`config.mk`:
```
export PLATFORM = sky130hd
export DESIGN_NAME = scratch_mem
export DESIGN_NICKNAME = d
export VERILOG_FILES = /design/src/rtl/ld_fixed_pkg.sv /design/src/rtl/scratch_mem.sv
export SDC_FILE = /design/constraint.sdc
export NUM_CORES = 2
export LEC_CHECK = 0
export BUFFER_PORTS_ARGS = -buffer_cell sky130_fd_sc_hd__buf_2
export CAP_MARGIN = 20
export CORE_MARGIN = 4
export CORE_UTILIZATION = 60
export CTS_CLUSTER_DIAMETER = 40
export DETAILED_ROUTE_END_ITERATION = 10
export PLACE_DENSITY = 0.86
export SLEW_MARGIN = 10
export SYNTH_ARGS = -nofsm -noshare
export SYNTH_HDL_FRONTEND = slang
export SYNTH_SLANG_ARGS = --single-unit
```
`constraint.sdc`:
```
create_clock -name clock -period 4.4 [get_ports clock]
set_clock_uncertainty 0.2 [all_clocks]
set_input_delay 0.66 -clock clock [delete_from_list [all_inputs] [get_ports clock]]
set_output_delay 0.66 -clock clock [all_outputs]
set_load 0.01 [all_outputs]
```
`src/rtl/ld_fixed_pkg.sv`:
```
package ld_fixed_pkg;

	////////////////////
	// Word widths
	////////////////////

	// Autocorrelation input word
	localparam int R_W = 32;
	// Working coefficient, Q27
	localparam int COEF_W = 32;
	// Multiplier accumulator
	localparam int ACC_W = 64;
	// Streamed coefficient, Q12 for a and Q15 for rc
	localparam int OUT_W = 16;

	////////////////////
	// Fraction bits
	////////////////////

	localparam int Q_A = 27;
	localparam int Q_K = 15;
	localparam int Q_OUT = 12;

	// Index into one memory region, ORDER up to 15
	localparam int IDX_W = 4;
	// Region plus index
	localparam int MEM_AW = 2 + IDX_W;
	// Shift amount port of the multiplier
	localparam int SHIFT_W = 6;
	// One quotient bit per divider cycle
	localparam int DIV_ITERS = Q_K + 1;

	typedef logic signed [COEF_W-1:0] coef_t;
	typedef logic signed [ACC_W-1:0] acc_t;

endpackage
```
`src/rtl/scratch_mem.sv`:
```
`timescale 1ns/1ps

module scratch_mem
	import ld_fixed_pkg::*;
(
	input  logic              clock,
	input  logic              rst_n,
	input  logic [MEM_AW-1:0] addr,
	input  logic              wr_en,
	input  logic [R_W-1:0]    wr_data,
	output logic [R_W-1:0]    rd_data
);

	localparam int DEPTH = 1 << MEM_AW;

	// Four regions of sixteen words
	// r, two coefficient banks, rc
	logic [R_W-1:0] mem [DEPTH];

	////////////////////
	// Write port
	////////////////////

	always_ff @(posedge clock)
	begin
		if (wr_en)
		begin
			mem[addr] <= wr_data;
		end
	end

	////////////////////
	// Read port
	////////////////////

	// Old contents come back on a write cycle
	always_ff @(posedge clock)
	begin
		rd_data <= mem[addr];
	end

	// Write address must be known
	a_wr_addr_known: assert property (
		@(posedge clock) disable iff (!rst_n)
		wr_en |-> !$isunknown(addr)
	) else $error("[ERROR] scratch_mem write with unknown address %h", addr);

endmodule

```
---- Word-level counts from Yosys, hierarchy flattened ----
Memory sizes are Yosys's and may differ from the RTL's. A register that Yosys moved wholly into a read port is not among the register bits.
Cells that the tools add are included.
word-level totals
  register bits ........................... 0
  memory bits (writable) .................. 2048
  input port bits ......................... 41
  logic and storage cells ................. 3
  memories ................................ 1
memories
  memory  depth  width  rd ports  clocked after Yosys merged registers in  write ports  line               RTL
  mem     64     32     1         1                                        1            scratch_mem.sv:18  logic [R_W-1:0] mem [DEPTH];
cells by class
  mux-type cells .......................... 2
operators by type and width
  kind              number
  1-bit 2-to-1 mux  2

---- Longest topological paths before layout ----
  depth after elaboration ................. 2
  mapped depth ............................ 13
  depth with buffers taken out ............ 6

---- Worst setup path before layout ----
OpenSTA, ideal clock, no wires.
  path kind ............................... input to register
  from .................................... input addr[2]
  to ...................................... memory mem[15][0], enable pin
  library setup time ...................... 0.421 ns
  arrival time ............................ 3.478 ns
  path slack .............................. 0.301 ns
  cell stages on the path ................. 8
  buffers on the path ..................... 6
  path through ............................ buf_2 -> buf_2 -> buf_2 -> buf_2 -> buf_2 -> buf_2 -> nand3_1 -> nor2_1
RTL lines
  item             line               RTL
  start, declared  scratch_mem.sv:8   input logic [MEM_AW-1:0] addr,
  end, declared    scratch_mem.sv:18
No word-level cell before the write port.

==> results.md <==
- Status: complete, no violations
- First-pass DRT Iterations: 7
- DR vias: 46600
- Hold Path Class: primary input to flip-flop
- Dpl cell area: 0.0832 mm²
- CP Launch Type: primary input
- Main synth FF type: edfxtp_1
- EDFF count, synth: 2048
- Maximum VDD drop: 498 µV
- Sequential-to-total area share from yosys stat: 78.7%
- Fin. Hold Viols: 0
- Syn. warnings: 0
- Asr flop ratio synth: 0%
- Final setup violation count: 0
- Post-layout net count: 4517
- Yosys reg bits: 2080
- Die Wd: 371 µm
- DR DRC count: 0
- Chip height: 371 µm
- Total power: 40.6 mW
- Initial detailed-routing violation count: 8547
- Synth Area per Inst: 18.6 µm²
- Antenna Violating Nets Remaining: 0
- Syn nets: 4280
- CTS tree: yes
- Layout cells sized above 1: 20.3%
- Max_cap viols: 0
- Slew @ Worst Pin: 1.19 ns
- CP required: 4.92 ns
- Total gr overflow: 0
- Netlist cell types: 56
- Clk_lat worst skew: 0.85 ns
- Num ports: 73
- Worst rel slew slack: 20.6%
- Post-Syn Area: 0.0789 mm²
- Fin crit share: 79.8%
- Critical path class: primary input to flip-flop
- Std-Cell Rows: 132
- Placeable Area: 0.130 mm²
- Post-route cell area: 0.0896 mm²
- Clock transition at path regs: 0.06 ns
- Post-detail-place hpwl: 120 mm
- Leak: 29.1 nW
- Port Buffers: 71
- Vias per cell: 7.29
- Type of destination of the critical path: flip-flop
- Final setup TNS: 0 ns
- CTS Sinks: 2080
- WP data arrival: 4.04 ns
- P&R area growth vs syn: 13.5%
- Cell Pwr Density: 454 mW/mm²
- GRT Resource Usage Total: 31.9%
- RSZ-0062 raised after global routing: false
- CTS Buf Count: 195
- Number of global-route vias before repair: 46300
- First-pass GRT wire length: 317 mm
- Htree depth: 4
- Root buf cell: clkbuf_16
- Max Fclk: 285 MHz
- Worst Path Max Fanout: 38
- Initial antenna violation count: 11
- Wire per inst: 34.4 µm
- Routed WL: 220 mm
- Largest net degree at the start of global routing: 115
- Syn Inst Count: 4239
- Die Area: 0.137 mm²
- Final Slew Violations: 0
- Starting density of the core: 60.6%
- Max Root-Sink Buffers: 3
- Crit path time final: 3.51 ns
- Routability Congestion: 0.877
[routing by layer]
layer	share of wire, %	vias up	GRT usage, %
li1	-	18100	-
met1	31	22900	40.6
met4	6.7	12	17.4
met3	15	924	9.43
met2	47	4609	49.8
met5	0.032	-	0
[critical path, stage by stage]
cell and delay [ns]:
buf_8 0.34, inv_1 0.34, buf_4 0.26, buf_4 0.18
and3_1 0.16, nor4_1 0.49, a31oi_1 0.16, buf_4 0.20
a2111oi_0 0.89, buf_4 0.25, nand3_1 0.07
[registers in the layout, summed over array words and instances (netlist names)]
signal   count
mem       2048
rd_data     32
[synth_stat cells, types with 83 or more instances]
library cell / n / area, µm²
edfxtp_1: 2048 / 61500
mux2i_1: 259 / 2590
a22oi_1: 188 / 1410
a221oi_1: 175 / 1530
clkbuf_1: 168 / 631
mux2_2: 147 / 1660
nor2_1: 145 / 544
a21oi_1: 121 / 606
mux4_2: 96 / 2160
o22ai_1: 93 / 582
and3_1: 85 / 532
o21ai_0: 84 / 420
buf_2: 83 / 415
[area by class of cell]
class | count | area [µm²]
flip-flops and latches | 2080 | 62100
fillers | 7291 | 40600
repair buffers | 338 | 3020
inverters | 2 | 15.0
clock inverters | 103 | 892
diodes | 7 | 17.5
well taps | 1742 | 2180
multi-input cells | 1859 | 16000
clock buffers | 260 | 5270
[path summary, 6_finish.rpt]
kind	start	end	slack (ns)	cells past startpoint
setup / recovery	addr[2]	rd_data[18]	0.89	11
hold / removal	wr_data[3]	mem[56][3]	0.04	1
hold reg to reg	mem[32][7]	rd_data[7]	0.42	3
setup reg to reg	mem[23][18]	rd_data[18]	1.44	7
[repair_timing]
item,4_1_cts,5_1_grt
hold endpoints to repair,0,10
gates resized for setup,0,0
hold buffers,0,1
setup buffers,0,0
[kinds of logic after synthesis]
family | share of synthesized area (%)
flip-flops | 78.7
buffers and inverters | 1.68
AO/OA/AOI/OAI | 8.66
multiplexers | 8.12
AND/OR/NAND/NOR | 2.81
[power by group]
group	total (mW)	switching (mW)	internal, mW	leakage [nW]
combinational	2.20	1.51	0.695	7.38
sequential	22.0	0.0904	21.9	18.7
clock	16.4	7.33	9.09	2.99
total	40.6	8.92	31.7	29.1
[placed cells by master, fill, tap and decap left out, types with 66 or more instances in the layout]
cell type  count
edfxtp_1    2048
mux2i_1      259
buf_4        224
clkbuf_16    198
a22oi_1      188
a221oi_1     175
mux2_2       147
a21oi_1      121
mux4_2        96
o22ai_1       93
and3_1        85
o21ai_0       84
nor2_1        77
o22a_1        70
nor2_4        67
a22o_1        66
[per-stage QoR]
| stage | setup WS, ns | std cells | hold slack [ns] | utilization (%) |
|---|---|---|---|---|
| floorplan | 0.301 | 4239 | 0.364 | - |
| global placement | 0.278 | 6011 | 0.386 | 63.9 |
| detailed placement | 0.219 | 6011 | 0.396 | 63.9 |
| CTS | 1.16 | 6374 | 0.0236 | 68.7 |
| global route | 0.928 | 6385 | 0.0296 | 68.8 |
| finish | 0.888 | 6391 | 0.0414 | 68.8 |
(Power assumes the default switching activity.)
