$ cat config.mk
export PLATFORM = sky130hd
export DESIGN_NAME = ld_mac
export DESIGN_NICKNAME = d
export VERILOG_FILES = /design/src/rtl/ld_ctrl_pkg.sv /design/src/rtl/ld_fixed_pkg.sv /design/src/rtl/ld_mac.sv
export SDC_FILE = /design/constraint.sdc
export NUM_CORES = 2
export LEC_CHECK = 0
export ABC_AREA = 1
export BUFFER_PORTS_ARGS = -buffer_cell sky130_fd_sc_hd__buf_2
export CAP_MARGIN = 20
export CORE_ASPECT_RATIO = 1.25
export CORE_MARGIN = 8
export CORE_UTILIZATION = 50
export DETAILED_ROUTE_END_ITERATION = 10
export PLACE_DENSITY = 0.74
export SYNTH_ARGS = -nofsm -noshare
export SYNTH_HDL_FRONTEND = slang
export SYNTH_SLANG_ARGS = --single-unit
$ cat constraint.sdc
create_clock -name clock -period 3.1 [get_ports clock]
set_input_delay 0 -clock clock [delete_from_list [all_inputs] [get_ports clock]]
set_output_delay 0 -clock clock [all_outputs]
set_load 0.05 [all_outputs]
$ cat src/rtl/ld_ctrl_pkg.sv
package ld_ctrl_pkg;

	// Sequencer states
	typedef enum logic [2:0] {
		IDLE,
		SUM,
		CHECK,
		DIVIDE,
		UPDATE,
		NEXT,
		STREAM,
		FINISH
	} ld_state_e;

	// Multiplier opcodes
	// ACCUM with a zero operand leaves the accumulator as it is
	typedef enum logic [1:0] {
		CLEAR,
		ACCUM,
		PRODUCT
	} mac_op_e;

	// Upper address bits of the scratch memory
	typedef enum logic [1:0] {
		R_REGION,
		A_PING,
		A_PONG,
		RC_REGION
	} region_e;

endpackage

$ cat src/rtl/ld_fixed_pkg.sv
package ld_fixed_pkg;

	////////////////////
	// Word widths
	////////////////////

	// Autocorrelation input word
	localparam int R_W = 32;
	// Working coefficient, Q27
	localparam int COEF_W = 32;
	// Multiplier accumulator
	localparam int ACC_W = 64;
	// Streamed coefficient, Q12 for a and Q15 for rc
	localparam int OUT_W = 16;

	////////////////////
	// Fraction bits
	////////////////////

	localparam int Q_A = 27;
	localparam int Q_K = 15;
	localparam int Q_OUT = 12;

	// Index into one memory region, ORDER up to 15
	localparam int IDX_W = 4;
	// Region plus index
	localparam int MEM_AW = 2 + IDX_W;
	// Shift amount port of the multiplier
	localparam int SHIFT_W = 6;
	// One quotient bit per divider cycle
	localparam int DIV_ITERS = Q_K + 1;

	typedef logic signed [COEF_W-1:0] coef_t;
	typedef logic signed [ACC_W-1:0] acc_t;

endpackage
$ cat src/rtl/ld_mac.sv
`timescale 1ns/1ps

module ld_mac
	import ld_fixed_pkg::*;
	import ld_ctrl_pkg::*;
(
	input  logic               clock,
	input  logic               rst_n,
	input  mac_op_e            op,
	input  coef_t              opa,
	input  coef_t              opb,
	input  logic [SHIFT_W-1:0] shift,
	output acc_t               acc
);

	acc_t prod;

	// Full 64-bit signed product
	assign prod = acc_t'(opa) * acc_t'(opb);

	always_ff @(posedge clock or negedge rst_n)
	begin
		if (!rst_n)
		begin
			acc <= '0;
		end
		else
		begin
			case (op)
				CLEAR:
				begin
					acc <= '0;
				end
				ACCUM:
				begin
					acc <= acc + prod;
				end
				PRODUCT:
				begin
					// Arithmetic shift floors
					acc <= prod >>> shift;
				end
				default:
				begin
					acc <= acc;
				end
			endcase
		end
	end

endmodule

Word level (Yosys, flattened, before mapping) --
Index checks and enable logic that the tools add are counted.
Storage, ports and cells: register bits 64, latch bits 0, memory bits (writable) 0, bits in read-only memories 0, input port bits 74, output and inout bits 64, word-level logic and storage cells 9, memories kept 0
Cells by class: add/sub/neg operators 1, multiply operators 1, divide/modulo/power cells 0, $lt $le $gt $ge 0, equality and inequality tests 2, shift operators 1, multiplexer cells 1, bitwise logic cells 0, reduce and logical (&&, ||, !) cells 2
Operators by type and width (count):
- one-hot mux 64 bit (3 select lines) | 1
- adder 64 bit | 1
- multiplier 32 x 32 -> 64 bit | 1
- >>> shifter 64 x 6 -> 64 bit | 1
- nonzero test 3 bit | 1
- equality test 2 x 1 -> 1 bit, second input constant | 1
- equality test 2 bit, second input constant | 1
- logical NOT 2 bit | 1

Logic depth before layout (Yosys ltp) --
word-level depth 3, depth in mapped cells 49, mapped depth without buffers 48

Worst setup path after synthesis --
Ideal clock, no wire load.
path type in2reg, from input opa[31], to register acc[58], setup time 0.118 ns, arrival 8.419 ns, data required time 2.982 ns, slack -5.436 ns, stages 35, buffers on the path 1, cells stage by stage clkbuf_1 -> nand2_1 -> inv_1 -> fa_1 -> fa_1 -> fa_1 -> fa_1 -> inv_1 -> fa_1 -> inv_1 -> fa_1 -> fa_1 -> fa_1 -> ha_1 -> nand2_1 -> nor2_1 -> inv_1 -> nor2_1 -> and3_1 -> nand2_1 -> nand3_1 -> nand2_1 -> and2_1 -> ha_1 -> a21oi_1 -> inv_1 -> a31oi_1 -> o21ai_0 -> a21oi_1 -> nand3_1 -> a211oi_1 -> xor2_1 -> o21ai_1 -> nand2_1 -> nand2_1
Between the ends: word-level cells in the longest chain between the ends 3, elaborated cells between the ends (all ways) 4, classes of those cells add/sub: 1; mul: 1; shift: 1; mux: 1
Ends and longest elaborated chain:
- start: declaration | RTL line ld_mac.sv:10 | input coef_t opa,
- multiplier 32 x 32 -> 64 bit * | RTL line ld_mac.sv:19 | assign prod = acc_t'(opa) * acc_t'(opb);
- adder 64 bit / >>> shifter 64 x 6 -> 64 bit (equally long branches) | RTL line ld_mac.sv:36, ld_mac.sv:41
- one-hot mux 64 bit (3 select lines) * | RTL line ld_mac.sv:29 | case (op)
- end signal: assignment | RTL line ld_mac.sv:36 | acc <= acc + prod;
- end signal: assignment | RTL line ld_mac.sv:41 | acc <= prod >>> shift;
- end: declaration | RTL line ld_mac.sv:13 | output acc_t acc
Every way passes the cells marked *; elsewhere a longest branch is shown, timed or not. A chain may end at the register's enable or synchronous reset.

Worst setup path after layout --
from input opb[6], to register acc[58]
Between the ends: word-level cells in the longest chain between the ends 3, elaborated cells between the ends (all ways) 4, classes of those cells add/sub: 1; mul: 1; shift: 1; mux: 1
Ends and longest elaborated chain:
- start: declaration | RTL line ld_mac.sv:11 | input coef_t opb,
- multiplier 32 x 32 -> 64 bit * | RTL line ld_mac.sv:19
- adder 64 bit / >>> shifter 64 x 6 -> 64 bit (equally long branches) | RTL line ld_mac.sv:36, ld_mac.sv:41
- one-hot mux 64 bit (3 select lines) * | RTL line ld_mac.sv:29
Marked as above.

==> run_results.csv <==
group,metric,value,unit
global_route,antenna_found_initial,4,
timing,fin_setup_tns,-304350,ps
final_layout,reg.largest.list,"acc: 64 flops",
floorplanning,ios,138,
timing,worst_slack,-5122,ps
timing,fmax,0.1216,GHz
final_layout,nets,9738,
floorplanning,fp-row-count,130,
run,max-cap-violations,0,
place,gp_congestion,1.076,
timing,setup_violations,64,
cts,clk-insertion-delay-late,370,ps
timing,fin_crit_sh,2.652,
cts,clockBufferDepth,2,
run_status,status,"finished, violations left",
routing,drt_iter0_drc,4416,
floorplanning,core_area,0.1005,mm^2
cts,cts-root-buf,"clkbuf_16",
routing,vias,51950,
timing,drv_slew,0,
timing,post-route-min-period,8222,ps
timing,finClkSkew,11.49,ps
cts,tritoncts,"yes",
routing,drt_wl_total,188.6,mm
routing,antenna_left,0,
logic_synthesis,yosysSeqAreaShare,0.03159,
logic_synthesis,ys.flop_type,"dfrtp_1",
final_layout,final_common_cell,"nand2_1",
final_layout,largest_register_ffs,64,
place,place_inst,9431,
logic_synthesis,ys_seq_elements,64,
setup_path,path_class,"input port to flip-flop",
floorplanning,die_x,300.8,um
setup_path,cp_max_fo,6,
setup_path,required,3360,ps
final_layout,areaGrowthSynthToFinish,33.82,%
final_layout,final_cell_mix,"nand2_1 (2,002), inv_1 (1,818), fa_1 (998)",
timing,slew_headroom,0.2886,
cts,cts_sinks,64,
global_route,grt_pass1_wl,291.6,mm
setup_path,worstPathArrival,8490,ps
routing,via_per_inst,5.378,
timing,tightest_slew,1066,ps
run_status,violations,"negative setup slack",
cts,numCtsBuffers,9,
global_route,grt-ovfl-total,0,
place,io_buffers,137,
floorplanning,start_util,0.5044,
logic_synthesis,yosysWarnings,0,
logic_synthesis,synth_edf_count,0,
final_layout,top_register,"acc",
floorplanning,dieArea,0.1119,mm^2
setup_path,cp-end-kind,"flip-flop",
cts,htreeDepth,3,
setup_path,startpoint_type,"input port",
global_route,grt_usage,0.3296,
setup_path,crit_top_cell,"fa_1",
routing,wl_per_cell,19.52,um
global_route,grt_max_degree,71,
final_layout,layout.cells.non_filler,9659,
cts,clk_pin_slew_worst_paths,70,ps
final_layout,drive_gt1_frac,0.2918,
global_route,grt_pass1_vias,55360,
logic_synthesis,async_flop_share,1.000,
floorplanning,die_height,372.0,um
logic_synthesis,yosysUniqueCellTypes,51,
timing,hold_viol,0,
worst_hold_path,hold_class,"input port to asynchronous set/reset pin",
logic_synthesis,synth_fp_nets,8736,
routing,drcViolationCount,0,
setup_path,cpMaxStageDelayCell,"fa_2",
logic_synthesis,syn-cell-area,0.05070,mm^2
routing,firstDrtPassIters,9,
logic_synthesis,syn_avg_cell_area,6.918,um^2
timing,rsz0062_at_grt,"true",
place,dp_hpwl,150.7,mm
logic_synthesis,synth_cells,7329,
setup_path,cp_slowest_stage_delay,630,ps
## cells in the mapped netlist (2+ instances only)
master	number	area share
o311ai_0	2	0.00035
xnor2_1	4	0.00069
nor3_1	14	0.0014
clkbuf_1	222	0.016
nor2_2	13	0.0016
a21oi_1	219	0.022
buf_1	15	0.0011
o21a_1	16	0.0024
nand3b_1	7	0.0010
and3_1	4	0.00049
inv_1	1931	0.14
xor2_1	13	0.0022
o211ai_1	19	0.0028
o21ai_1	23	0.0023
a21o_1	6	0.00089
nand2_2	15	0.0019
a21boi_0	4	0.00059
a221oi_1	3	0.00052
buf_2	46	0.0045
nand3_2	14	0.0028
fa_1	1083	0.43
o21ai_0	117	0.012
nand4_1	21	0.0026
nand3_1	527	0.052
o21ai_2	2	0.00035
a211oi_1	2	0.00030
inv_2	10	0.00074
nand2_1	2325	0.17
ha_1	250	0.062
dfrtp_1	64	0.032
nor2_1	242	0.018
a31oi_1	18	0.0022
or2_2	24	0.0030
nor4_1	8	0.00099
o21bai_1	6	0.00089
and2_1	20	0.0025
buf_4	6	0.00089
## layer usage
layer / global-route usage / vias to the layer above / part of all wire
li1: - / 23270 / -
met1: 0.3685 / 25270 / 0.34
met2: 0.5807 / 2528 / 0.50
met3: 0.04802 / 872 / 0.071
met4: 0.2198 / 2 / 0.088
met5: 0 / - / 0.000064
## stage by stage
stage                     hold slack [ps]  instance area (um^2)  setup slack, ps  utilization
after floorplan                    -295.6                 51850            -4767            -
after global placement              260.2                 60370            -6099       0.6005
after detailed placement            259.9                 60370            -6084       0.6005
after CTS                           139.0                 65800            -4958       0.6546
after global routing                94.44                 67840            -5354       0.6749
final                               68.26                 67850            -5122       0.6750
## timing repair
item,4_1_cts,5_1_grt
buffers inserted,143,58
hold buffers,1,0
endpoints found under the setup margin,64,64
gates cloned,11,3
pin swaps,410,292
gates resized for setup,979,433
hold endpoints to repair,40,0
## worst paths after layout
path	cells past startpoint	slack, ps	start	end
max in group asynchronous	4	2230	rst_n	acc[50]
hold / removal	2	70	rst_n	acc[21]
min in group clock	6	150	shift[5]	acc[17]
hold reg to reg	2	540	acc[7]	acc[7]
setup / recovery	37	-5120	opb[6]	acc[58]
setup reg to reg	17	-40	acc[2]	acc[57]
## critical path: cells and delay by family
kind / cells / cell delay, ps
xor+xnor: 1 / 190
simple gates: 11 / 1390
compound gates: 6 / 1020
fa+ha+maj: 10 / 4880
buf+inv: 9 / 970
## area by class of cell
type	instances	area, um^2
fillers	8026	32670
repair buffers	1282	10990
clock inverters	5	81.33
diodes	4	10.01
multi-input cells	5032	45960
flip-flops and latches	64	1602
clock buffers	10	239.0
well taps	1320	1652
inverters	1942	7321
## logic make-up (layout without fill, tap and decap cells)
| group | count (synthesis) | count (layout) | synth area share |
|---|---|---|---|
| AND/OR/NAND/NOR | 3238 | 3238 | 0.2611 |
| flip-flops | 64 | 64 | 0.03159 |
| adder cells (fa/ha/maj) | 1333 | 1333 | 0.4893 |
| buffers and inverters | 2233 | 3239 | 0.1671 |
| AO/OA/AOI/OAI | 444 | 444 | 0.04800 |
| XOR/XNOR | 17 | 17 | 0.002936 |
| other | 0 | 4 | 0 |
Power is not shown: default switching activity piles up to over one toggle a cycle in this logic, so the estimate is an artifact.
