[config.mk]
export PLATFORM = sky130hd
export DESIGN_NAME = frac_divider
export DESIGN_NICKNAME = d
export VERILOG_FILES = /design/src/rtl/ld_fixed_pkg.sv /design/src/rtl/frac_divider.sv
export SDC_FILE = /design/constraint.sdc
export NUM_CORES = 1
export LEC_CHECK = 0
export BUFFER_PORTS_ARGS = -buffer_cell sky130_fd_sc_hd__buf_2
export CAP_MARGIN = 40
export CORE_MARGIN = 2
export CORE_UTILIZATION = 25
export DETAILED_ROUTE_END_ITERATION = 10
export SYNTH_ARGS = -nofsm -noshare
export SYNTH_HDL_FRONTEND = slang
export SYNTH_SLANG_ARGS = --single-unit
[constraint.sdc]
create_clock -name clock -period 4.5 [get_ports clock]
set_input_delay 0 -clock clock [delete_from_list [all_inputs] [get_ports clock]]
set_output_delay 0 -clock clock [all_outputs]
set_load 0.1 [all_outputs]
[src/rtl/ld_fixed_pkg.sv]
package ld_fixed_pkg;

	////////////////////
	// Word widths
	////////////////////

	// Autocorrelation input word
	localparam int R_W = 32;
	// Working coefficient, Q27
	localparam int COEF_W = 32;
	// Multiplier accumulator
	localparam int ACC_W = 64;
	// Streamed coefficient, Q12 for a and Q15 for rc
	localparam int OUT_W = 16;

	////////////////////
	// Fraction bits
	////////////////////

	localparam int Q_A = 27;
	localparam int Q_K = 15;
	localparam int Q_OUT = 12;

	// Index into one memory region, ORDER up to 15
	localparam int IDX_W = 4;
	// Region plus index
	localparam int MEM_AW = 2 + IDX_W;
	// Shift amount port of the multiplier
	localparam int SHIFT_W = 6;
	// One quotient bit per divider cycle
	localparam int DIV_ITERS = Q_K + 1;

	typedef logic signed [COEF_W-1:0] coef_t;
	typedef logic signed [ACC_W-1:0] acc_t;

endpackage
[src/rtl/frac_divider.sv]
`timescale 1ns/1ps

module frac_divider
	import ld_fixed_pkg::*;
(
	input  logic                    clock,
	input  logic                    rst_n,
	input  logic                    in_valid,
	output logic                    in_ready,
	input  logic [R_W-1:0]          dividend,
	input  logic [R_W-1:0]          divisor,
	input  logic                    negate,
	output logic                    out_valid,
	input  logic                    out_ready,
	output logic signed [OUT_W-1:0] quotient
);

	logic                 busy;
	logic [4:0]           cnt;
	// Partial remainder, always below divisor
	logic [R_W:0]         rem;
	// Low dividend bit then the Q15 zeros, shifted in MSB first
	logic [DIV_ITERS-1:0] nbits;
	logic [OUT_W-1:0]     q;
	logic [R_W-1:0]       dvs;
	logic                 neg;
	logic [R_W:0]         trial;

	assign in_ready = !busy && !out_valid;
	assign trial = {rem[R_W-1:0], nbits[DIV_ITERS-1]};
	// Sign goes on last
	assign quotient = neg ? -$signed(q) : $signed(q);

	////////////////////
	// Control
	////////////////////

	always_ff @(posedge clock or negedge rst_n)
	begin
		if (!rst_n)
		begin
			busy <= 1'b0;
			out_valid <= 1'b0;
			cnt <= '0;
		end
		else if (in_valid && in_ready)
		begin
			busy <= 1'b1;
			cnt <= '0;
		end
		else if (busy)
		begin
			cnt <= cnt + 5'd1;
			// Sixteenth bit done
			if (cnt == 5'(DIV_ITERS - 1))
			begin
				busy <= 1'b0;
				out_valid <= 1'b1;
			end
		end
		else if (out_valid && out_ready)
		begin
			out_valid <= 1'b0;
		end
	end

	////////////////////
	// Datapath
	////////////////////

	always_ff @(posedge clock)
	begin
		if (in_valid && in_ready)
		begin
			// Dividend halved here, its low bit enters first
			rem <= {2'b00, dividend[R_W-1:1]};
			nbits <= {dividend[0], {(DIV_ITERS-1){1'b0}}};
			q <= '0;
			dvs <= divisor;
			neg <= negate;
		end
		else if (busy)
		begin
			nbits <= nbits << 1;
			// Restore by keeping trial when it is too small
			if (trial >= {1'b0, dvs})
			begin
				rem <= trial - {1'b0, dvs};
				q <= {q[OUT_W-2:0], 1'b1};
			end
			else
			begin
				rem <= trial;
				q <= {q[OUT_W-2:0], 1'b0};
			end
		end
	end

	// Fraction must stay below one
	a_proper_fraction: assert property (
		@(posedge clock) disable iff (!rst_n)
		(in_valid && in_ready) |-> (dividend < divisor)
	) else $error("[ERROR] divider dividend %h not below divisor %h", dividend, divisor);

endmodule

---- Yosys cells after proc, flatten, opt, wreduce, memory -nomap -nowiden ----
Index checks and enable logic that the tools add are counted.
cells by class
  eq/ne operators ......................... 2
  order comparisons ....................... 1
  $add $sub $neg .......................... 3
  reductions and logical operators ........ 8
  muxes and demuxes ....................... 15
  bitwise logic cells ..................... 1
operators with widths
  cell                                                    number
  two-way mux 31 bit                                      2
  two-way mux 16 bit                                      3
  greater-or-equal comparator 33 x 32 -> 1 bit            1
  two-way mux 32 bit                                      1
  subtractor 32 bit                                       1
  negator 16 bit                                          1
  two-way mux 5 bit                                       2
  two-way mux 1 bit                                       7
  adder 5 x 1 -> 5 bit (second input constant)            1
  == test 5 x 4 -> 1 bit (second input constant)          1
  nonzero test 2 bit                                      2
  logical AND 1 bit                                       3
  AND reduction 3 bit                                     1
  logical NOT 1 bit                                       2
  inequality test 2 x 1 -> 1 bit (second input constant)  1
  NOT 1 bit                                               1
storage, ports and cells
  output and inout port bits .............. 18
  input port bits ......................... 69
  word-level logic and storage cells ...... 39
  register bits ........................... 89

---- Longest topological paths before layout ----
  depth in word-level cells ............... 5
  gate-level depth with buffers ........... 13
  mapped depth without buffers ............ 12

---- Least setup slack after synthesis ----
No wires, ideal clock.
  path type ............................... register -> register
  from .................................... register out_valid
  to ...................................... register rem[24], data pin
  data arrival time ....................... 4038 ps
  setup time .............................. 310 ps
  clock period less this slack ............ 4348 ps
  data required time ...................... 4190 ps
  slack ................................... 152 ps
  buffers on the path ..................... 1
  cell stages (with the launch flop) ...... 6
  path through ............................ dfrtp_1 > nor2_1 > nand2_1 > inv_1 > buf_1 > o21ai_1
between the ends
  word-level cells in the longest chain between the ends .. 4
RTL lines
  element                 RTL line            text
  from (decl)             frac_divider.sv:13  output logic out_valid,
  from (signal assigned)  frac_divider.sv:43  out_valid <= 1'b0;
  from (signal assigned)  frac_divider.sv:58  out_valid <= 1'b1;
  from (signal assigned)  frac_divider.sv:63  out_valid <= 1'b0;
  logical NOT 1 bit       frac_divider.sv:29  assign in_ready = !busy && !out_valid;
  logical AND 1 bit       frac_divider.sv:29
  via in_ready            frac_divider.sv:9   output logic in_ready,
  logical AND 1 bit       frac_divider.sv:73  if (in_valid && in_ready)
  two-way mux 31 bit      frac_divider.sv:73
  to (signal assigned)    frac_divider.sv:76  rem <= {2'b00, dividend[R_W-1:1]};
  to (signal assigned)    frac_divider.sv:88  rem <= trial - {1'b0, dvs};
  to (signal assigned)    frac_divider.sv:93  rem <= trial;
  to (decl)               frac_divider.sv:21  logic [R_W:0] rem;
The timed path passes the listed nets, and every way through them passes these cells.
A chain may end at the register's enable or synchronous reset.

---- Final worst setup path ----
  from .................................... register rem[3]
  to ...................................... register rem[27], data pin
between the ends
  word-level cells in the longest chain between the ends .. 4
  elaborated cells between the ends (all ways) .. 5
  those cells by class .................... 1 x add/sub; 1 x order compare; 3 x mux
RTL lines
  element                                                                            RTL line                                text
  subtractor 32 bit or greater-or-equal comparator 33 x 32 -> 1 bit (tied branches)  frac_divider.sv:88, frac_divider.sv:86
  two-way mux 32 bit (*)                                                             frac_divider.sv:86                      if (trial >= {1'b0, dvs})
  two-way mux 31 bit (*)                                                             frac_divider.sv:82                      else if (busy)
  two-way mux 31 bit (*)                                                             frac_divider.sv:73
Every way passes the cells marked *; elsewhere a longest branch is shown, timed or not. The select of a mux whose other input is x is not followed.

==> impl_metrics.py <==
metrics = {
    "yosys": {
        "netlist_top_cells_area": "edfxtp_1 34%, ha_1 7.7%, nand2_1 7.2%",
        "yosysTopAreaCellShare": 0.342,
        "yosysWarnings": 0,
        "synthFlopType": "edfxtp_1",
        "avgSynthCellArea_um2": 8.85,
        "synth_top_cell_by_area": "edfxtp_1",
        "ys_async_sr_fraction": 0.0787,
        "ys_seq_area_frac": 0.433,
        "ys_ff_latch": 89,
        "synth_cell_types": 61,
        "synth-edff-count": 65,
        "syn_area_um2": 5700,
        "syn_nets": 749,
        "synthCells": 644,
    },
    "setup_path": {
        "startpoint_type": "flop",
        "cp.required_ps": 4610,
        "setup.worst_path.end_class": "flop",
        "worstSetupPathType": "reg -> reg",
        "r2r_cells": 10,
        "rr_endpoint": "rem[27]",
        "crit-reg2reg-launch": "rem[3]",
        "r2r_setup_slack_ps": 990,
        "startpoint": "rem[3]",
        "cp_max_fo": 21,
        "arrival_ps": 3620,
    },
    "floorplan": {
        "die_y_um": 155,
        "io_pins": 87,
        "die_area_um2": 24000,
        "die_width_um": 155,
        "core.rowCount": 55,
        "start_util": 0.253,
        "core_area_um2": 22500,
    },
    "global_routing": {
        "grt_pass1_vias": 4857,
        "grt_max_degree": 69,
        "grt.overflow.total": 0,
        "grt_use_total": 0.128,
        "antenna_found_initial": 0,
        "grt_first_pass_wirelength_mm": 24.4,
    },
    "clock_network": {
        "cts_setup_buffers": 0,
        "cts_buffer_depth": 2,
        "clockRootBuffer": "clkbuf_16",
        "clkTransAtPathRegs_ps": 70,
        "cts_tree": "yes",
        "cts_sinks": 89,
        "cts_max_level": 3,
        "numCtsBuffers": 9,
        "clk_latency_ps": 370,
    },
    "finish": {
        "area_growth_pct": 27.7,
        "diodes": 0,
        "layout_common_cells": "108 x nand2_1, 86 x buf_2, 65 x edfxtp_1",
        "fin_nets": 878,
        "fin_cells": 1063,
        "final_common_cell": "nand2_1",
        "layout-drive-gt1-share": 0.149,
    },
    "detailed_routing": {
        "dr.pass1.iters": 4,
        "vias": 5048,
        "vias_per_cell": 4.75,
        "drtAntennaViolNets": 0,
        "wire_per_inst_um": 14.2,
        "drc": 0,
        "wl_mm": 15.1,
        "drt_iter0_drc": 321,
    },
    "timing": {
        "worst_pin_slew_ps": 870,
        "rsz0062_at_grt": "no",
        "period_share": 0.780,
        "tns_ps": 0,
        "fin_crit_ps": 3510,
        "holdWs_ps": 4.18,
        "fin_worst_skew_ps": 14.1,
        "hold_viol_final": 0,
        "finalWorstSetupSlack_ps": 990,
        "slew_viol_final": 0,
        "maxSlewHeadroom": 0.420,
        "setup_viol": 0,
        "clock.fmax_mhz": 285,
    },
    "run_status": {
        "status": "completed",
    },
    "placement": {
        "dp_hpwl_mm": 10.8,
        "dp.cells": 992,
        "pre_cts_slack_ps": 1040,
        "routabilityCongestion": 0.881,
        "numPortBuffers": 86,
    },
    "pwr": {
        "power.leakage_uw": 0.00310,
        "power_uw": 5920,
        "ir_worst_vdd_v": 0.000889,
        "powerDensity_nw_per_um2": 813,
    },
    "min_path": {
        "min_from": "dividend[8]",
        "hold_path_depth": 3,
        "hp-class": "in -> reg",
        "holdPathEnd": "rem[7]",
    },
    "run": {
        "cap_violations": 0,
    },
}
## where the power goes
part           switching [uW]  internal (uW)  total, uW  leakage (uW)
logic                    2380           1200       3590       0.00210
registers                 217           1330       1550      0.000854
clock network             368            420        788      0.000152
total                    2970           2950       5920       0.00310
## kinds of logic (layout without fill, tap and decap cells)
logic type | after synthesis | count (layout) | share of synthesized area
AND/OR/NAND/NOR | 232 | 232 | 0.183
adder cells (fa/ha/maj) | 36 | 36 | 0.0803
buffers and inverters | 74 | 208 | 0.0500
AO/OA/AOI/OAI | 173 | 173 | 0.191
multiplexers | 3 | 3 | 0.00527
XOR/XNOR | 37 | 37 | 0.0568
flip-flops | 89 | 89 | 0.433
## final cells by class
class	count	area (um2)
inverters	45	169
clock buffers	10	250
clock inverters	6	60.1
flip-flops and latches	89	2470
well taps	285	357
fillers	2349	15200
multi-input cells	481	2950
repair buffers	147	1030
## cell usage after synthesis, types with 7 or more instances
library cell  instances
nand3_1              16
a31oi_1              21
a21oi_1              43
clkbuf_1             23
o21ai_1              11
edfxtp_1             65
nor3_1                9
ha_1                 35
nand4_1               8
and3_1                8
nand2_1             109
or3_1                 7
dfxtp_1              17
nor2_1               50
o31ai_1               9
inv_1                45
dfrtp_1               7
xnor2_1              23
a21o_1               11
o21ai_0              36
o211ai_1              9
xor2_1               14
## registers in the layout, indices dropped and copies added (netlist names)
signal and count:
dvs 32, neg 1, cnt 5, out_valid 1
q 16, rem 32, busy 1, nbits 1
## worst max-delay path, cell delays in order, from the launching register on
cell,delay [ps]
edfxtp_1,400
ha_1,390
a21o_1,230
a211o_1,300
o211ai_2,250
a211oi_2,180
o21ai_1,200
and3_1,750
buf_4,350
o2bb2ai_1,140
nor3b_1,70
## how the worst max path moves through the flow
stage	endpoint	slack [ps]	cells after the start
6_report	rem[27]	990	10
5_1_grt	rem[27]	740	10
4_1_cts	rem[27]	1010	10
3_5_place_dp	rem[27]	1040	10
3_3_place_gp	rem[27]	1120	10
2_1_floorplan	rem[24]	150	5
## metrics by stage
| stage | instance area, um2 | util |
|---|---|---|
| after CTS | 7280 | 0.324 |
| final | 7280 | 0.324 |
| after detailed placement | 6420 | 0.285 |
| after global placement | 6420 | 0.285 |
| after global routing | 7280 | 0.324 |
| after floorplan | 5700 | - |
## layer usage
metal	part of all wire	track usage	routed length [um]	vias to the layer above
met5	0	0	0	-
met4	0.016	0.0392	238	0
met3	0.042	0.0315	637	18
met2	0.46	0.206	6890	106
met1	0.48	0.170	7290	2351
li1	-	-	-	2573
## what timing repair did
item / 4_1_cts / 5_1_grt
endpoints found under the hold margin: 59 / 0
gates resized for setup: 0 / 0
hold buffers: 55 / 0
(Power assumes the default switching activity.)
