## config.mk

```make
export PLATFORM = sky130hd
export DESIGN_NAME = levinson_fsm
export DESIGN_NICKNAME = d
export VERILOG_FILES = /design/src/rtl/ld_ctrl_pkg.sv /design/src/rtl/ld_fixed_pkg.sv /design/src/rtl/levinson_fsm.sv
export SDC_FILE = /design/constraint.sdc
export NUM_CORES = 1
export LEC_CHECK = 0
export BUFFER_PORTS_ARGS = -buffer_cell sky130_fd_sc_hd__buf_4
export CAP_MARGIN = 20
export CORE_ASPECT_RATIO = 1.4
export CORE_MARGIN = 2
export CORE_UTILIZATION = 35
export CTS_CLUSTER_DIAMETER = 80
export DETAILED_ROUTE_END_ITERATION = 16
export SETUP_SLACK_MARGIN = 0.05
export SYNTH_ARGS = -nofsm -noshare
export SYNTH_HDL_FRONTEND = slang
export SYNTH_SLANG_ARGS = --single-unit
```

## constraint.sdc

```tcl
create_clock -name clock -period 6.6 [get_ports clock]
set_input_delay 1.32 -clock clock [delete_from_list [all_inputs] [get_ports clock]]
set_output_delay 1.32 -clock clock [all_outputs]
set_load 0.1 [all_outputs]
```

## src/rtl/ld_ctrl_pkg.sv

```systemverilog
package ld_ctrl_pkg;

	// Sequencer states
	typedef enum logic [2:0] {
		IDLE,
		SUM,
		CHECK,
		DIVIDE,
		UPDATE,
		NEXT,
		STREAM,
		FINISH
	} ld_state_e;

	// Multiplier opcodes
	// ACCUM with a zero operand leaves the accumulator as it is
	typedef enum logic [1:0] {
		CLEAR,
		ACCUM,
		PRODUCT
	} mac_op_e;

	// Upper address bits of the scratch memory
	typedef enum logic [1:0] {
		R_REGION,
		A_PING,
		A_PONG,
		RC_REGION
	} region_e;

endpackage

```

## src/rtl/ld_fixed_pkg.sv

```systemverilog
package ld_fixed_pkg;

	////////////////////
	// Word widths
	////////////////////

	// Autocorrelation input word
	localparam int R_W = 32;
	// Working coefficient, Q27
	localparam int COEF_W = 32;
	// Multiplier accumulator
	localparam int ACC_W = 64;
	// Streamed coefficient, Q12 for a and Q15 for rc
	localparam int OUT_W = 16;

	////////////////////
	// Fraction bits
	////////////////////

	localparam int Q_A = 27;
	localparam int Q_K = 15;
	localparam int Q_OUT = 12;

	// Index into one memory region, ORDER up to 15
	localparam int IDX_W = 4;
	// Region plus index
	localparam int MEM_AW = 2 + IDX_W;
	// Shift amount port of the multiplier
	localparam int SHIFT_W = 6;
	// One quotient bit per divider cycle
	localparam int DIV_ITERS = Q_K + 1;

	typedef logic signed [COEF_W-1:0] coef_t;
	typedef logic signed [ACC_W-1:0] acc_t;

endpackage
```

## src/rtl/levinson_fsm.sv

```systemverilog
`timescale 1ns/1ps

module levinson_fsm
	import ld_fixed_pkg::*;
	import ld_ctrl_pkg::*;
#(
	parameter int ORDER = 10
)
(
	input  logic                    clock,
	input  logic                    rst_n,
	input  logic                    load_valid,
	output logic                    load_ready,
	input  logic [IDX_W-1:0]        load_index,
	input  logic [R_W-1:0]          load_data,
	input  logic                    start,
	output logic                    busy,
	output logic                    done,
	output logic                    unstable,
	output logic [MEM_AW-1:0]       mem_addr,
	output logic                    mem_wr_en,
	output logic [R_W-1:0]          mem_wr_data,
	input  logic [R_W-1:0]          mem_rd_data,
	output mac_op_e                 mac_op,
	output coef_t                   mac_a,
	output coef_t                   mac_b,
	output logic [SHIFT_W-1:0]      mac_shift,
	input  acc_t                    mac_acc,
	output logic                    div_in_valid,
	input  logic                    div_in_ready,
	output logic [R_W-1:0]          div_dividend,
	output logic [R_W-1:0]          div_divisor,
	output logic                    div_negate,
	input  logic                    div_out_valid,
	output logic                    div_out_ready,
	input  logic signed [OUT_W-1:0] div_quotient,
	output logic                    res_valid,
	input  logic                    res_ready,
	output logic [OUT_W-1:0]        res_data,
	output logic                    res_kind,
	output logic [IDX_W-1:0]        res_index
);

	localparam logic [IDX_W-1:0] ORD = IDX_W'(ORDER);
	localparam logic [IDX_W:0] LAST = (IDX_W+1)'(2 * ORDER - 1);

	ld_state_e state;
	logic [2:0] ph;
	logic [IDX_W-1:0] i, j, n_valid;
	logic [IDX_W:0] cnt;
	logic bank_sel;
	coef_t err, a_val, k_ext, shifted;
	acc_t sum, sum_mag;
	logic signed [OUT_W-1:0] k;
	logic [OUT_W-1:0] res_data_q, conv;
	region_e src, dst;
	logic stable;

	// Source bank alternates every order
	assign src = bank_sel ? A_PONG : A_PING;
	assign dst = bank_sel ? A_PING : A_PONG;
	assign k_ext = coef_t'(k);
	assign sum_mag = sum[ACC_W-1] ? -sum : sum;
	assign stable = sum_mag < acc_t'(err);

	assign load_ready = (state == IDLE);
	assign busy = (state != IDLE);
	assign done = (state == FINISH);
	assign res_valid = (state == STREAM) && (ph == 3'd2);
	assign res_data = res_data_q;
	assign res_kind = (cnt >= (IDX_W+1)'(ORDER));
	assign res_index = res_kind ? IDX_W'(cnt - (IDX_W+1)'(ORDER) + 1'b1) : IDX_W'(cnt + 1'b1);

	assign div_dividend = sum_mag[R_W-1:0];
	assign div_divisor = err;
	// k has the opposite sign of the sum
	assign div_negate = !sum[ACC_W-1] && (sum != '0);

	////////////////////
	// Output format
	////////////////////

	assign shifted = $signed(mem_rd_data) >>> (Q_A - Q_OUT);
	always_comb
	begin
		if (res_index > n_valid)
			conv = '0;
		else if (res_kind)
			conv = mem_rd_data[OUT_W-1:0];
		else if (shifted > coef_t'(32767))
			conv = 16'h7fff;
		else if (shifted < -coef_t'(32768))
			conv = 16'h8000;
		else
			conv = shifted[OUT_W-1:0];
	end

	////////////////////
	// Memory, MAC, divider drive
	////////////////////

	always_comb
	begin
		mem_addr = '0;
		mem_wr_en = 1'b0;
		mem_wr_data = '0;
		// Hold by default
		mac_op = ACCUM;
		mac_a = '0;
		mac_b = '0;
		mac_shift = '0;
		div_in_valid = 1'b0;
		div_out_ready = 1'b0;
		case (state)
			IDLE:
			begin
				// Load port owns the memory while idle
				mem_addr = {R_REGION, load_index};
				mem_wr_en = load_valid;
				mem_wr_data = load_data;
			end
			SUM:
			begin
				case (ph)
					3'd0: mem_addr = (j < i) ? {src, j} : {R_REGION, i};
					3'd1: mem_addr = {R_REGION, IDX_W'(i - j)};
					3'd2:
					begin
						mac_a = a_val;
						mac_b = mem_rd_data;
					end
					3'd6: mem_addr = {R_REGION, {IDX_W{1'b0}}};
					3'd7: mac_op = CLEAR;
					default: mac_op = ACCUM;
				endcase
			end
			CHECK: div_in_valid = stable;
			DIVIDE: div_out_ready = 1'b1;
			UPDATE:
			begin
				case (ph)
					3'd0: mem_addr = {src, IDX_W'(i - j)};
					3'd1:
					begin
						// k times mirrored coefficient, back to Q27
						mac_op = PRODUCT;
						mac_a = k_ext;
						mac_b = mem_rd_data;
						mac_shift = SHIFT_W'(Q_K);
						mem_addr = {src, j};
					end
					3'd2:
					begin
						mem_addr = {dst, j};
						mem_wr_en = 1'b1;
						mem_wr_data = mem_rd_data + mac_acc[R_W-1:0];
					end
					3'd3:
					begin
						mem_addr = {dst, i};
						mem_wr_en = 1'b1;
						mem_wr_data = k_ext <<< (Q_A - Q_K);
						mac_op = PRODUCT;
						mac_a = k_ext;
						mac_b = k_ext;
					end
					3'd4:
					begin
						mem_addr = {RC_REGION, i};
						mem_wr_en = 1'b1;
						mem_wr_data = k_ext;
						// err times k squared, Q30 dropped
						mac_op = PRODUCT;
						mac_a = err;
						mac_b = mac_acc[R_W-1:0];
						mac_shift = SHIFT_W'(2 * Q_K);
					end
					default: mac_op = ACCUM;
				endcase
			end
			NEXT: mac_op = CLEAR;
			STREAM: mem_addr = res_kind ? {RC_REGION, res_index} : {src, res_index};
			default: mac_op = ACCUM;
		endcase
	end

	////////////////////
	// Sequencer
	////////////////////

	always_ff @(posedge clock or negedge rst_n)
	begin
		if (!rst_n)
		begin
			state <= IDLE;
			ph <= '0;
			i <= '0;
			j <= '0;
			n_valid <= '0;
			cnt <= '0;
			bank_sel <= 1'b0;
			unstable <= 1'b0;
		end
		else
		begin
			case (state)
				IDLE:
				begin
					if (start)
					begin
						state <= SUM;
						ph <= 3'd6;
						i <= IDX_W'(1);
						j <= IDX_W'(1);
						bank_sel <= 1'b0;
					end
				end
				SUM:
				begin
					case (ph)
						3'd0: ph <= (j < i) ? 3'd1 : 3'd3;
						3'd2:
						begin
							j <= j + 1'b1;
							ph <= 3'd0;
						end
						3'd3: state <= CHECK;
						3'd7: ph <= 3'd0;
						default: ph <= ph + 3'd1;
					endcase
				end
				CHECK:
				begin
					if (!stable)
					begin
						// Keep the bank of the last good order
						unstable <= 1'b1;
						n_valid <= i - 1'b1;
						cnt <= '0;
						ph <= '0;
						state <= STREAM;
					end
					else if (div_in_ready)
					begin
						state <= DIVIDE;
					end
				end
				DIVIDE:
				begin
					if (div_out_valid)
					begin
						j <= IDX_W'(1);
						ph <= '0;
						state <= UPDATE;
					end
				end
				UPDATE:
				begin
					case (ph)
						3'd0: ph <= (j < i) ? 3'd1 : 3'd3;
						3'd2:
						begin
							j <= j + 1'b1;
							ph <= 3'd0;
						end
						3'd5: state <= NEXT;
						default: ph <= ph + 3'd1;
					endcase
				end
				NEXT:
				begin
					bank_sel <= !bank_sel;
					ph <= '0;
					j <= IDX_W'(1);
					if (i == ORD)
					begin
						n_valid <= i;
						cnt <= '0;
						state <= STREAM;
					end
					else
					begin
						i <= i + 1'b1;
						state <= SUM;
					end
				end
				STREAM:
				begin
					if (ph != 3'd2)
						ph <= ph + 3'd1;
					else if (res_ready)
					begin
						ph <= '0;
						if (cnt == LAST)
							state <= FINISH;
						else
							cnt <= cnt + 1'b1;
					end
				end
				default:
				begin
					// Pulse done, drop the flag next cycle
					unstable <= 1'b0;
					state <= IDLE;
				end
			endcase
		end
	end

	// Payload registers
	always_ff @(posedge clock)
	begin
		if (state == SUM && ph == 3'd1)
			a_val <= mem_rd_data;
		if (state == SUM && ph == 3'd3)
			sum <= (mac_acc >>> Q_A) + acc_t'($signed(mem_rd_data));
		if (state == SUM && ph == 3'd7)
			err <= mem_rd_data;
		if (state == UPDATE && ph == 3'd5)
			err <= err - mac_acc[R_W-1:0];
		if (state == DIVIDE && div_out_valid)
			k <= div_quotient;
		if (state == STREAM && ph == 3'd1)
			res_data_q <= conv;
	end

	// Stream item holds under back-pressure
	a_res_hold: assert property (
		@(posedge clock) disable iff (!rst_n)
		(res_valid && !res_ready) |=>
			(res_valid && $stable(res_data) && $stable(res_kind) && $stable(res_index))
	) else $error("[ERROR] result changed under back-pressure, data %h", res_data);

endmodule

```

Yosys cells after proc, flatten, opt, wreduce, memory -nomap -nowiden:

Index checks and enable logic that the tools add are counted.

* bits of input ports: 155
* output and inout port bits: 204
* logic and storage cells: 168
* flip-flop bits (word level): 185

* eq/ne operators: 32
* add/sub/neg operators: 12
* bitwise operators: 1
* reductions and logical operators: 34
* muxes and demuxes: 70
* magnitude comparators: 6

Operators with widths (count)
* case mux 32 bit (2 select lines): 4
* case mux 32 bit (3 select lines): 2
* 2-to-1 mux 32 bit: 4
* less-than comparator 64 x 32 -> 1 bit: 1
* 2-to-1 mux 64 bit: 1
* negator 64 bit: 1
* nonzero test 64 bit: 1
* 2-to-1 mux 16 bit: 3
* 2-to-1 mux 3 bit: 15
* case mux 3 bit (7 select lines): 2
* adder 37 x 32 -> 38 bit: 1
* adder 32 bit: 1
* subtractor 32 bit: 1
* 2-to-1 mux 5 bit: 6
* case mux 6 bit (5 select lines): 1
* 2-to-1 mux 4 bit: 7
* case mux 6 bit (4 select lines): 1
* == test 3 bit, second input constant: 7
* != test 2 bit, second input constant: 10
* case mux 3 bit (3 select lines): 2
* greater-than comparator 17 x 16 -> 1 bit, second input constant: 1
* less-than comparator 17 x 16 -> 1 bit, second input constant: 1
* case mux 4 bit (2 select lines): 2
* case mux 4 bit (4 select lines): 1
* other kinds (41): 79

Longest topological paths before layout:

* word-level depth: 5
* depth in mapped cells: 20
* depth with buffers taken out: 20

Worst setup path after synthesis:

Ideal clock, no wire load.

* path kind: flip-flop to output port
* start: register sum[3]
* end: output port div_in_valid
* arrival time: 5.810 ns
* stages on the path, launching flop included: 18
* path slack: -0.530 ns
* buffers on the path: 0
* cell sequence: edfxtp_1 > nor3_2 > nand3_2 > or3_4 > nand2b_4 > or3b_4 > or3_4 > o31ai_1 > xnor2_1 > ha_1 > and4_1 > nand3_1 > a21oi_1 > o21ai_0 > nand4_1 > o21ai_0 > a21oi_1 > nor2_1

* word-level cells in the longest chain between the ends: 4

RTL lines
* start: declaration: line levinson_fsm.sv:53 `acc_t sum, sum_mag;`
* start signal: assignment: line levinson_fsm.sv:316 `sum <= (mac_acc >>> Q_A) + acc_t'($signed(mem_rd_data));`
* negator 64 bit: line levinson_fsm.sv:63 `assign sum_mag = sum[ACC_W-1] ? -sum : sum;`
* 2-to-1 mux 64 bit: line levinson_fsm.sv:63
* net div_dividend[29]: line levinson_fsm.sv:31 `output logic [R_W-1:0] div_dividend,`
* less-than comparator 64 x 32 -> 1 bit: line levinson_fsm.sv:64 `assign stable = sum_mag < acc_t'(err);`
* 2-to-1 mux 1 bit: line levinson_fsm.sv:114 `case (state)`
* end: declaration: line levinson_fsm.sv:29 `output logic div_in_valid,`

The timed path passes the listed nets, and every way through them passes these cells.

Worst setup path in the final report:

* start: register sum[4]
* end: output port div_in_valid

* word-level cells in the longest chain between the ends: 4

RTL lines (line)
* negator 64 bit: levinson_fsm.sv:63
* 2-to-1 mux 64 bit (*): levinson_fsm.sv:63
* less-than comparator 64 x 32 -> 1 bit (*): levinson_fsm.sv:64
* 2-to-1 mux 1 bit (*): levinson_fsm.sv:114

Mark *: on every way between the ends. The rest lies on a longest branch, timed or not.

==> impl_results.md <==
- Max-capacitance violation count: 0
- Top-Level Pins: between 300 and 400
- Synth-to-Final Area Change: 25.9%
- CTS Buffer Depth: 2
- Pre-CTS setup slack: 491 ps
- Die width: 184 um
- Post-DR wirelength/cell: 22.7 um
- Congestion Overflow GR: 0
- Initial antenna violation count: 3
- Period Utilization, post-route: a little over nine tenths
- Yosys warnings: 0
- DR pass1 iterations: 8
- First-pass GRT wire length: 94.9 mm
- Worst EP required: 5280 ps
- Worst hold path type: flip-flop to flip-flop
- CTS Sinks: 159
- Crit-path max cell delay: 430 ps
- Critical Path Source Type: flip-flop
- I/O Buffers: 357
- Synth Register Bits: 159
- Family with the most delay on the worst path: simple AND/OR/NAND/NOR gates
- Mapped Avg Cell Area: 8.43 um^2
- Min Tclk post-route: 6300 ps
- Worst path bufs/invs: 2
- Die area: 47300 um^2
- Worst setup EP type: output pin
- Multi-input gate area: between 10000 and 15000 um^2
- RSZ-0062 raised after global routing: no
- Hold Buf Count CTS: 0
- Initial DRC Count: roughly 1500
- Filler cells: 4442
- VDD IR max: slightly below 0.0004 V
- Initial core utilization: 35.4%
- Post-route DRC: 0
- Leakage: between 8 and 9 nW
- Nets: roughly 2600
- Final ANT Viol Nets: 0
- Synth cell types: a little under 80
- Cell Chain, Critical Path: nor3_2 -> nand3_2 -> or3_4 -> nand2b_4 -> or3b_4 -> or3_4 -> or3_4 -> o31ai_4 -> xnor2_1 -> ha_1 -> a21oi_1 -> a21oi_1 -> o21ai_1 -> nor4b_4 -> a21oi_1 -> buf_4 -> nor2_4 -> buf_12
- CTS tree: yes
- Area leader, netlist: edfxtp_1
- Slew HR: 17.5%
- Status: finished, final reports clean
- Cell Area, Synth: around 16000 um^2
- Largest cells by area after synthesis: edfxtp_1, ha_1, o21ai_0
- Measured slew at the worst slew-check pin: 1230 ps
- GRT Overall Usage: 27.0%
- Top_reg_cell synth: edfxtp_1
- Final setup fails: 0
- Clock Latency Late Sink: 470 ps
- Largest net degree at the start of global routing: 58
- Chip Height: roughly 260 um
- Reg area: 4650 um^2
- Count leader, synth: nand2_1
- Worst-path maximum fanout: 5
- Final max-slew violation count: 0
- DR vias/cell: 5.67
- Root Buffer: clkbuf_16
- FP Rows: between 90 and 100
- Ys async rst share: 15.7%
- Most common library cells after synthesis: nand2_1, ha_1, o21ai_0
- Vias: 16300
- Placer Congestion: 0.974
- Vias in the first global route: 15600
- Max Freq: 159 MHz
- Synth Instances: ~1900
- Slowest stage cell, crit path: edfxtp_1
- Crit path arrival time: 4980 ps
- Pwr Density: ~320 nW/um^2
- Post-Route Utilization: 44.6%
- Final wirelength: roughly 65 mm
- Critical setup path kind: flip-flop to output pin
- Setup WS post-layout: 297 ps
- H-tree depth: 4
- Core Box Area: 45000 um^2
- Sequential share of the synthesized area: 29.2%
- Share of cells above drive strength 1: 20.5%
- Clock skew: 19.3 ps
- Synth top area share: 25.2%
- Clock slew at reported path FFs: 80 ps
- Hold Vio Cnt, Final: 0
- Post-synth EDFFs: 134
- TritonCTS Buffers: 17
- HPWL after DPL: 53.6 mm
[report_power, final]
part	internal, mW	total [mW]	switching [mW]
Combinational	1.07	4.06	2.98
Sequential	1.25	1.42	0.175
Clock	0.501	0.992	0.491
Total	2.82	6.47	3.65
[worst paths after layout]
check                                 from            to  slack [ps]  cells past startpoint
worst max-delay path                sum[4]  div_in_valid         300                     18
worst min-delay path            n_valid[0]    n_valid[0]         530                      2
worst max register to register      sum[0]         ph[0]        1650                     21
worst min register to register  n_valid[0]    n_valid[0]         530                      2
max in group asynchronous            rst_n        cnt[3]        5550                      1
min in group asynchronous            rst_n          j[3]         760                      1
[cell families after synthesis]
logic type               share of synthesized area (%)
AO/OA/AOI/OAI                                     26.0
AND/OR/NAND/NOR                                   15.6
buffers and inverters                             4.97
adder cells (fa/ha/maj)                           15.9
flip-flops                                        29.2
XOR/XNOR                                          6.97
multiplexers                                      1.38
other                                           0.0235
[state kept, by name, indices dropped and copies added, names as in the netlist, 3 cells and up]
name	cells
a_val	32
i	4
res_data	16
n_valid	4
cnt	5
sum	38
ph	3
div_divisor	32
state	3
k	16
j	4
[tightest hold or removal path: cells and delay by family (launching register included)]
family	cells	cell delay (ps)
DFF	1	390
buffers and inverters	1	60
muxes	1	60
[cells in the final DEF, fill, tap and decap left out, drive strengths merged, types with 20 or more instances in the layout]
cell type / Yosys / layout
a211oi: 21 / 21
a21o: 59 / 59
a21oi: 171 / 171
a221o: 22 / 22
a222oi: 20 / 20
a22oi: 20 / 20
buf: 7 / 382
conb: 1 / 27
dfrtp: 25 / 25
edfxtp: 134 / 134
ha: 185 / 185
inv: 136 / 144
nand2: 188 / 188
nand3: 34 / 34
nor2: 140 / 140
nor3: 34 / 34
o21ai: 180 / 180
o31ai: 21 / 21
xnor2: 87 / 87
xor2: 40 / 40
[area by class of cell]
cell class | count | share of cell area (%)
clock inverters | 15 | 0.742
repair buffers | 382 | 14.3
diodes | 3 | 0.0374
clock buffers | 17 | 2.12
flip-flops and latches | 159 | 23.2
well taps | 611 | 3.81
multi-input cells | 1551 | 53.2
inverters | 136 | 2.54
[timing repair]
item / 4_1_cts / 5_1_grt
setup endpoints to repair: 1 / 1
buffers inserted: 0 / 2
resized for setup: 3 / 9
pin swaps: 0 / 2
[routing by layer]
| metal | up-vias | track usage [%] | wire [um] |
|---|---|---|---|
| li1 | 7681 | - | - |
| met3 | 134 | 3.76 | 4230 |
| met1 | 7758 | 31.7 | 25100 |
| met4 | 0 | 14.5 | 3530 |
| met2 | 718 | 47.1 | 32300 |
| met5 | - | 0 | 0 |
[stage by stage]
step | setup TNS (ps) | hold slack, ps | cells | power (mW) | instance area (um^2)
2_1_floorplan | -79.5 | 503 | 1917 | 4.39 | 16000
3_3_place_gp | 0 | 525 | 2837 | 5.44 | 19400
3_5_place_dp | 0 | 522 | 2837 | 5.46 | 19400
4_1_cts | 0 | 537 | 2869 | 6.46 | 20000
5_1_grt | 0 | 558 | 2874 | 6.76 | 20100
6_report | 0 | 535 | 2874 | 6.47 | 20100
Note: power is estimated with default switching activity, not from simulation.
